**src/rtl/cpu_pkg.sv**
```systemverilog
package cpu_pkg;

	//////////////////////////////////////////////////
	// Widths and sizes
	//////////////////////////////////////////////////

	localparam int reg_addr_w  = 3;
	localparam int reg_value_w = 16;
	localparam int num_regs    = 8;
	localparam int instr_w     = 16;

	// Hard-wired zero register
	localparam logic [reg_addr_w-1:0] zero_reg = '0;

	//////////////////////////////////////////////////
	// Instruction fields, low bit of each
	//////////////////////////////////////////////////

	localparam int op_w     = 4;
	localparam int op_lsb   = 12;
	localparam int rd_lsb   = 9;
	localparam int rs1_lsb  = 6;
	localparam int rs2_lsb  = 3;
	localparam int imm6_w   = 6;
	localparam int imm6_lsb = 0;
	localparam int imm8_w   = 8;
	localparam int imm8_lsb = 0;

	// Codes above op_ldi decode as op_nop
	typedef enum logic [op_w-1:0] {
		op_nop  = 4'd0,
		op_add  = 4'd1,
		op_sub  = 4'd2,
		op_and  = 4'd3,
		op_or   = 4'd4,
		op_xor  = 4'd5,
		op_shl  = 4'd6,
		op_shr  = 4'd7,
		op_addi = 4'd8,
		op_ldi  = 4'd9
	} opcode_e;

	//////////////////////////////////////////////////
	// Pipeline structs
	//////////////////////////////////////////////////

	// Decode stage, wr_en already excludes register 0
	typedef struct packed {
		logic                   valid;
		opcode_e                op;
		logic                   wr_en;
		logic [reg_addr_w-1:0]  rd;
		logic [reg_addr_w-1:0]  rs1;
		logic [reg_addr_w-1:0]  rs2;
		logic [reg_value_w-1:0] imm;
	} decoded_t;

	// Execute stage, operands already forwarded
	typedef struct packed {
		opcode_e                op;
		logic                   wr_en;
		logic [reg_addr_w-1:0]  rd;
		logic [reg_value_w-1:0] operand_a;
		logic [reg_value_w-1:0] operand_b;
		logic [reg_value_w-1:0] imm;
	} exec_t;

	// Forwarding and writeback bus
	typedef struct packed {
		logic                   valid;
		logic [reg_addr_w-1:0]  addr;
		logic [reg_value_w-1:0] value;
	} wb_t;

endpackage
```
**src/rtl/cpu_core.sv**
```systemverilog
`timescale 1ns/1ps

module cpu_core import cpu_pkg::*; (
	input  logic                   clk,
	input  logic                   reset,

	input  logic                   instr_valid,
	input  logic [instr_w-1:0]     instr,

	output wb_t                    wb,
	output logic [reg_value_w-1:0] debug_out
);

	decoded_t dec;
	decoded_t dec_q;
	exec_t ex_d;
	exec_t ex_q;
	wb_t alu_fwd;
	wb_t wb_q;

	logic [reg_value_w-1:0] read_value1;
	logic [reg_value_w-1:0] read_value2;
	logic [reg_value_w-1:0] alu_result;
	logic use_imm;

	//////////////////////////////////////////////////
	// Decode
	//////////////////////////////////////////////////

	decoder i_decoder (
		.instr       (instr),
		.instr_valid (instr_valid),
		.dec         (dec)
	);

	always_ff @(posedge clk) begin
		if (reset) begin
			dec_q.valid <= 1'b0;
			dec_q.wr_en <= 1'b0;
		end else if (instr_valid) begin
			dec_q <= dec;
		end else begin
			// Bubble
			dec_q.valid <= 1'b0;
			dec_q.wr_en <= 1'b0;
		end
	end

	// Register read with forwarding from execute and writeback
	register_file i_register_file (
		.clk         (clk),
		.reset       (reset),
		.wb_port     (wb_q),
		.alu_fwd     (alu_fwd),
		.read_addr1  (dec_q.rs1),
		.read_addr2  (dec_q.rs2),
		.read_value1 (read_value1),
		.read_value2 (read_value2),
		.debug_out   (debug_out)
	);

	// Immediate forms take imm in place of rs2
	assign use_imm = (dec_q.op == op_addi) || (dec_q.op == op_ldi);

	always_comb begin
		ex_d.op        = dec_q.op;
		ex_d.wr_en     = dec_q.valid && dec_q.wr_en;
		ex_d.rd        = dec_q.rd;
		ex_d.operand_a = read_value1;
		ex_d.operand_b = use_imm ? dec_q.imm : read_value2;
		ex_d.imm       = dec_q.imm;
	end

	//////////////////////////////////////////////////
	// Execute
	//////////////////////////////////////////////////

	always_ff @(posedge clk) begin
		if (reset) begin
			ex_q.wr_en <= 1'b0;
		end else begin
			ex_q <= ex_d;
		end
	end

	alu i_alu (
		.ex     (ex_q),
		.result (alu_result)
	);

	// Result in flight, seen by decode in the same cycle
	always_comb begin
		alu_fwd.valid = ex_q.wr_en;
		alu_fwd.addr  = ex_q.rd;
		alu_fwd.value = alu_result;
	end

	//////////////////////////////////////////////////
	// Writeback
	//////////////////////////////////////////////////

	always_ff @(posedge clk) begin
		if (reset) begin
			wb_q.valid <= 1'b0;
		end else begin
			wb_q <= alu_fwd;
		end
	end

	assign wb = wb_q;

endmodule

```
**src/rtl/alu.sv**
```systemverilog
`timescale 1ns/1ps

module alu import cpu_pkg::*; (
	input  exec_t                  ex,
	output logic [reg_value_w-1:0] result
);

	// Shift amount from the low bits of rs2
	localparam int shamt_w = 4;

	logic [shamt_w-1:0] shamt;

	assign shamt = ex.operand_b[shamt_w-1:0];

	always_comb begin
		case (ex.op)
			// Wrapping arithmetic
			op_add: begin
				result = ex.operand_a + ex.operand_b;
			end
			op_sub: begin
				result = ex.operand_a - ex.operand_b;
			end

			// Bitwise
			op_and: begin
				result = ex.operand_a & ex.operand_b;
			end
			op_or: begin
				result = ex.operand_a | ex.operand_b;
			end
			op_xor: begin
				result = ex.operand_a ^ ex.operand_b;
			end

			// Logical shifts, zero fill
			op_shl: begin
				result = ex.operand_a << shamt;
			end
			op_shr: begin
				result = ex.operand_a >> shamt;
			end

			// Immediate forms
			op_addi: begin
				result = ex.operand_a + ex.imm;
			end
			op_ldi: begin
				result = ex.imm;
			end

			default: begin
				result = '0;
			end
		endcase
	end

endmodule

```
**src/rtl/register_file.sv**
```systemverilog
`timescale 1ns/1ps

module register_file import cpu_pkg::*; (
	input  logic                   clk,
	input  logic                   reset,

	// Write port, also the older forwarding source
	input  wb_t                    wb_port,
	// Result currently in execute
	input  wb_t                    alu_fwd,

	input  logic [reg_addr_w-1:0]  read_addr1,
	input  logic [reg_addr_w-1:0]  read_addr2,
	output logic [reg_value_w-1:0] read_value1,
	output logic [reg_value_w-1:0] read_value2,

	output logic [reg_value_w-1:0] debug_out
);

	// Register 0 has no storage
	logic [reg_value_w-1:0] regs [num_regs-1:1];

	// Full view with the zero register in slot 0
	logic [reg_value_w-1:0] stored [num_regs];

	// Youngest result wins, then writeback, then storage
	function automatic logic [reg_value_w-1:0] resolve_read(
		input logic [reg_addr_w-1:0]  addr,
		input wb_t                    young,
		input wb_t                    old,
		input logic [reg_value_w-1:0] stored_value
	);
		logic [reg_value_w-1:0] value;
		if (young.valid && (young.addr == addr)) begin
			value = young.value;
		end else if (old.valid && (old.addr == addr)) begin
			value = old.value;
		end else begin
			value = stored_value;
		end
		return value;
	endfunction

	//////////////////////////////////////////////////
	// Storage
	//////////////////////////////////////////////////

	always_ff @(posedge clk) begin
		if (reset) begin
			for (int i = 1; i < num_regs; i++) begin
				regs[i] <= '0;
			end
		end else begin
			for (int i = 1; i < num_regs; i++) begin
				if (wb_port.valid && (wb_port.addr == reg_addr_w'(i))) begin
					regs[i] <= wb_port.value;
				end
			end
		end
	end

	always_comb begin
		stored[zero_reg] = '0;
		for (int i = 1; i < num_regs; i++) begin
			stored[i] = regs[i];
		end
	end

	//////////////////////////////////////////////////
	// Read ports
	//////////////////////////////////////////////////

	// Neither bus is ever valid for register 0, so it reads zero
	assign read_value1 = resolve_read(read_addr1, alu_fwd, wb_port, stored[read_addr1]);
	assign read_value2 = resolve_read(read_addr2, alu_fwd, wb_port, stored[read_addr2]);

	assign debug_out = regs[1];

endmodule

```
**src/rtl/decoder.sv**
```systemverilog
`timescale 1ns/1ps

module decoder import cpu_pkg::*; (
	input  logic [instr_w-1:0] instr,
	input  logic               instr_valid,
	output decoded_t           dec
);

	logic [op_w-1:0] op_raw;
	logic [imm6_w-1:0] imm6;
	logic [imm8_w-1:0] imm8;
	opcode_e op;
	logic writes;

	assign op_raw = instr[op_lsb +: op_w];
	assign imm6 = instr[imm6_lsb +: imm6_w];
	assign imm8 = instr[imm8_lsb +: imm8_w];

	// Opcode map, unknown codes become NOP
	always_comb begin
		case (op_raw)
			op_add, op_sub, op_and, op_or, op_xor,
			op_shl, op_shr, op_addi, op_ldi: begin
				op = opcode_e'(op_raw);
			end
			default: begin
				op = op_nop;
			end
		endcase
	end

	// Everything except NOP writes rd
	assign writes = (op != op_nop);

	always_comb begin
		dec.valid = instr_valid;
		dec.op    = op;
		dec.rd    = instr[rd_lsb +: reg_addr_w];
		dec.rs1   = instr[rs1_lsb +: reg_addr_w];
		dec.rs2   = instr[rs2_lsb +: reg_addr_w];

		// Register 0 writes dropped here, once for the whole pipe
		dec.wr_en = instr_valid && writes && (dec.rd != zero_reg);

		case (op)
			op_addi: begin
				// Sign extended
				dec.imm = {{(reg_value_w-imm6_w){imm6[imm6_w-1]}}, imm6};
			end
			op_ldi: begin
				// Zero extended
				dec.imm = {{(reg_value_w-imm8_w){1'b0}}, imm8};
			end
			default: begin
				dec.imm = '0;
			end
		endcase
	end

endmodule

```
**config.mk**
```make
export PLATFORM = sky130hd
export DESIGN_NAME = cpu_core
export DESIGN_NICKNAME = d
export VERILOG_FILES = /design/src/rtl/cpu_pkg.sv /design/src/rtl/cpu_core.sv /design/src/rtl/alu.sv /design/src/rtl/register_file.sv /design/src/rtl/decoder.sv
export SDC_FILE = /design/constraint.sdc
export NUM_CORES = 1
export LEC_CHECK = 0
export BUFFER_PORTS_ARGS = -buffer_cell sky130_fd_sc_hd__clkbuf_2
export CAP_MARGIN = 20
export CORE_MARGIN = 10
export CORE_UTILIZATION = 40
export CTS_BUF_LIST = sky130_fd_sc_hd__clkbuf_2
export DETAILED_ROUTE_END_ITERATION = 10
export GPL_TIMING_DRIVEN = 0
export SYNTH_ARGS = -nofsm -noshare
export SYNTH_HDL_FRONTEND = slang
export SYNTH_SLANG_ARGS = --single-unit
```
**constraint.sdc**
```tcl
create_clock -name clk -period 4.8 [get_ports clk]
set_clock_uncertainty 0.1 [all_clocks]
set_input_delay 0 -clock clk [delete_from_list [all_inputs] [get_ports clk]]
set_output_delay 0 -clock clk [all_outputs]
set_load 0.02 [all_outputs]
```
==> results.sh <==
export IMPL_post_route_period_util_pct=95.4
export IMPL_route_met3_wl_mm=2.53
export IMPL_dr_pass1_iters=5
export IMPL_power_leakage_nw=5.96
export IMPL_wirelength_mm=45.0
export IMPL_start_util_pct=40.5
export IMPL_power_frac_comb_pct=24.1
export IMPL_drv_slew=0
export IMPL_syn_area_sq_mm=0.0136
export IMPL_crit_slowest_cell="edfxtp_1"
export IMPL_path_cells="buf_2, inv_1, buf_6, ha_1, and3_2, nand4_1, o311ai_1, nand3_1, ha_1, clkbuf_1, a21o_1, a21oi_1, nand2_1, o311a_1, or3_1, o211a_1, a221oi_2"
export IMPL_slowest_delay_ns=0.45
export IMPL_hold_violations=0
export IMPL_min_period_ns=4.58
export IMPL_relSlewSlack_pct=30.1
export IMPL_drcViolationCount=0
export IMPL_cts_buffers_inserted=49
export IMPL_cts_tree="yes"
export IMPL_htree_num_levels=2
export IMPL_synth_flop_cell="edfxtp_1"
export IMPL_ys_seq_area_share_pct=44.9
export IMPL_ir_drop_v=0.000191
export IMPL_maxCapViolations=0
export IMPL_dp_cells=1768
export IMPL_cts_root_buf="clkbuf_2"
export IMPL_grt_usage_pct=21.0
export IMPL_worst_pin_slew_ns=1.04
export IMPL_layout_setup_ws_ns=0.219
export IMPL_vias_per_cell=5.86
export IMPL_dr_wl_met2_mm=22.7
export IMPL_clockPowerShare_pct=25.3
export IMPL_critPathLaunchType="flop"
export IMPL_worstSetupPathType="reg2reg"
export IMPL_area_growth_pct=13.8
export IMPL_clockBufferDepth=3
export IMPL_chipHeight_microns=205
export IMPL_grt_start_max_net_pins=45
export IMPL_syn_nets=1330
export IMPL_pwr_share_seq_pct=50.6
export IMPL_synthCells=1258
export IMPL_dieWidth_microns=205
export IMPL_grt_pass1_wl_mm=68.4
export IMPL_syn_avg_cell_area_sq_um=10.8
export IMPL_die_area_sq_mm=0.0419
export IMPL_routed_top_layer="met4"
export IMPL_swShare_pct=34.1
export IMPL_num_io_pins=55
export IMPL_crit_buf_inv=4
export IMPL_multi_input_area_sq_mm=0.00702
export IMPL_fin_nets=1484
export IMPL_crit_fanout=11
export IMPL_io_buffers=54
export IMPL_worst_ep_required_time_ns=5.37
export IMPL_dp_hpwl_mm=33.9
export IMPL_grt_setup_unrepaired="false"
export IMPL_clk_latency_ns=0.84
export IMPL_hp_class="in2reg"
export IMPL_synth_edff_count=201
export IMPL_cts_sink_count=205
export IMPL_r2r_slack_ns=0.22
export IMPL_wl_met1_mm=18.5
export IMPL_timing_fmax_mhz=218
export IMPL_nFillCells=3150
export IMPL_clk_pin_slew_ns=0.11
export IMPL_crit_family="compound AO/OA/AOI/OAI gates"
export IMPL_status="finished clean"
export IMPL_ys_types=75
export IMPL_grt_overflow_total=0
export IMPL_instances_no_fill=1897
export IMPL_final_layout_size_suffix_gt1_share_pct=19.3
export IMPL_grt_pass1_vias=11200
export IMPL_wl_per_cell_microns=23.7
export IMPL_seqCellArea_sq_mm=0.00612
export IMPL_critical_path_arrival_ns=5.15
export IMPL_synthArstFlopShare_pct=0
export IMPL_antenna_found_initial=1
export IMPL_critPathCaptureType="flop"
export IMPL_gp_congestion=0.987
export IMPL_std_cell_rows=67
export IMPL_place_ws_ns=-0.387
export IMPL_p_int_mw=2.90
export IMPL_ys_seq_elements=205
export IMPL_p_sw_mw=1.50
export IMPL_post_route_util_pct=46.2
export IMPL_setup_viol=0
export IMPL_ys_warnings_count=0
export IMPL_vias=11100
export IMPL_drt_iter0_markers=1049
export IMPL_drtAntennaViolNets=0
export IMPL_cp_common_cell="ha_1"
export IMPL_power_density_mw_per_mm2=284
export IMPL_core_area_sq_mm=0.0336
[tightest hold or removal path: stages]
cell and delay (ns):
dlygate4sd3_1 0.52, clkbuf_2 0.13, nand2b_1 0.15, nor2_1 0.05
[registers in the layout (all words and copies together), names as in the netlist]
name                  flops
i_register_file.regs    112
ex_q                     45
dec_q                    24
wb                       20
alu_fwd                   4
[power by group through the flow]
stage,clock network [mW],logic (mW),registers (mW)
2_1_floorplan,0,0.667,2.23
3_3_place_gp,0,0.976,2.27
3_5_place_dp,0,0.998,2.26
4_1_cts,1.14,1.04,2.22
5_1_grt,1.23,1.14,2.24
6_report,1.11,1.06,2.23
[cells in the final DEF (no fill, tap or decap), drive strengths merged, types with 29 or more instances in the layout]
cell and count:
buf 33, dlygate4sd3 41, edfxtp 201, nor2 85, nor2b 29, nand2 76, mux4 49, ha 52
and2 118, a21oi 61, inv 58, o21ai 87, mux2 46, nor3 32, clkbuf 182
[cell families after synthesis]
| family | count (synthesis) | share of synthesized area, % |
|---|---|---|
| buffers and inverters | 143 | 4.11 |
| multiplexers | 114 | 13.3 |
| adder cells (fa/ha/maj) | 53 | 4.92 |
| AND/OR/NAND/NOR | 407 | 15.9 |
| flip-flops | 205 | 44.9 |
| XOR/XNOR | 20 | 1.29 |
| AO/OA/AOI/OAI | 316 | 15.6 |
[synthesized netlist by cell type, types with 6 or more instances]
library cell,number,share of area [%]
a22o_1,8,0.51
o21ai_0,87,3.2
inv_1,57,1.6
buf_1,10,0.28
and3_1,12,0.55
nor2_1,84,2.3
a31oi_1,6,0.28
o211ai_1,9,0.50
nand2b_1,7,0.32
a221oi_1,21,1.3
xnor2_1,12,0.77
nand3_1,12,0.44
mux2_2,46,3.8
mux2i_1,19,1.4
a211oi_1,16,0.88
a21o_1,11,0.61
nand2_1,76,2.1
nor2b_1,29,1.3
nand4_1,10,0.46
a21oi_1,61,2.2
a221o_1,7,0.51
nor3_1,31,1.1
buf_2,13,0.48
ha_1,52,4.8
clkbuf_1,58,1.6
o22ai_1,11,0.50
mux4_2,49,8.1
a22oi_1,23,1.3
and2_1,118,5.4
edfxtp_1,201,44
xor2_1,8,0.51
[through the flow]
step / power, mW / instance area (sq um) / hold WS, ns / setup TNS (ns)
final: 4.40 / 15500 / 0.0819 / 0
after detailed placement: 3.26 / 14600 / 0.0792 / -2.28
after CTS: 4.40 / 15500 / 0.0224 / 0
after floorplan: 2.89 / 13600 / -0.0284 / 0
after global routing: 4.61 / 15500 / 0.0851 / 0
after global placement: 3.24 / 14500 / 0.0774 / -23.03
[final cells by class]
class | instances | area share, %
Buffer | 81 | 2.23
Inverter | 60 | 1.48
Tap cell | 448 | 3.61
Timing Repair Buffer | 105 | 5.29
Antenna cell | 1 | 0.0161
Multi-Input combinational cell | 910 | 45.2
Clock inverter | 17 | 0.460
Clock buffer | 70 | 2.26
Sequential cell | 205 | 39.4
[per-layer routing]
| metal | track usage, % | up-vias |
|---|---|---|
| met5 | 0 | - |
| met4 | 7.64 | 0 |
| met3 | 2.53 | 85 |
| met2 | 36.8 | 478 |
| met1 | 26.1 | 5447 |
| li1 | - | 5104 |
[final timing paths]
| check | startpoint | to | depth (start not counted) |
|---|---|---|---|
| min | instr[12] | dec_q[14] | 4 |
| max | ex_q[17] | ex_q[31] | 17 |
| max reg2reg | ex_q[17] | ex_q[31] | 17 |
| min reg2reg | dec_q[26] | ex_q[52] | 0 |
[what timing repair did]
action | in CTS | in global routing
hold endpoints to repair | 83 | 0
hold buffers | 41 | 0
gates resized for setup | 8 | 16
buffers inserted | 0 | 2
endpoints found under the setup margin | 19 | 21
Power figures use the tool's default switching activity.
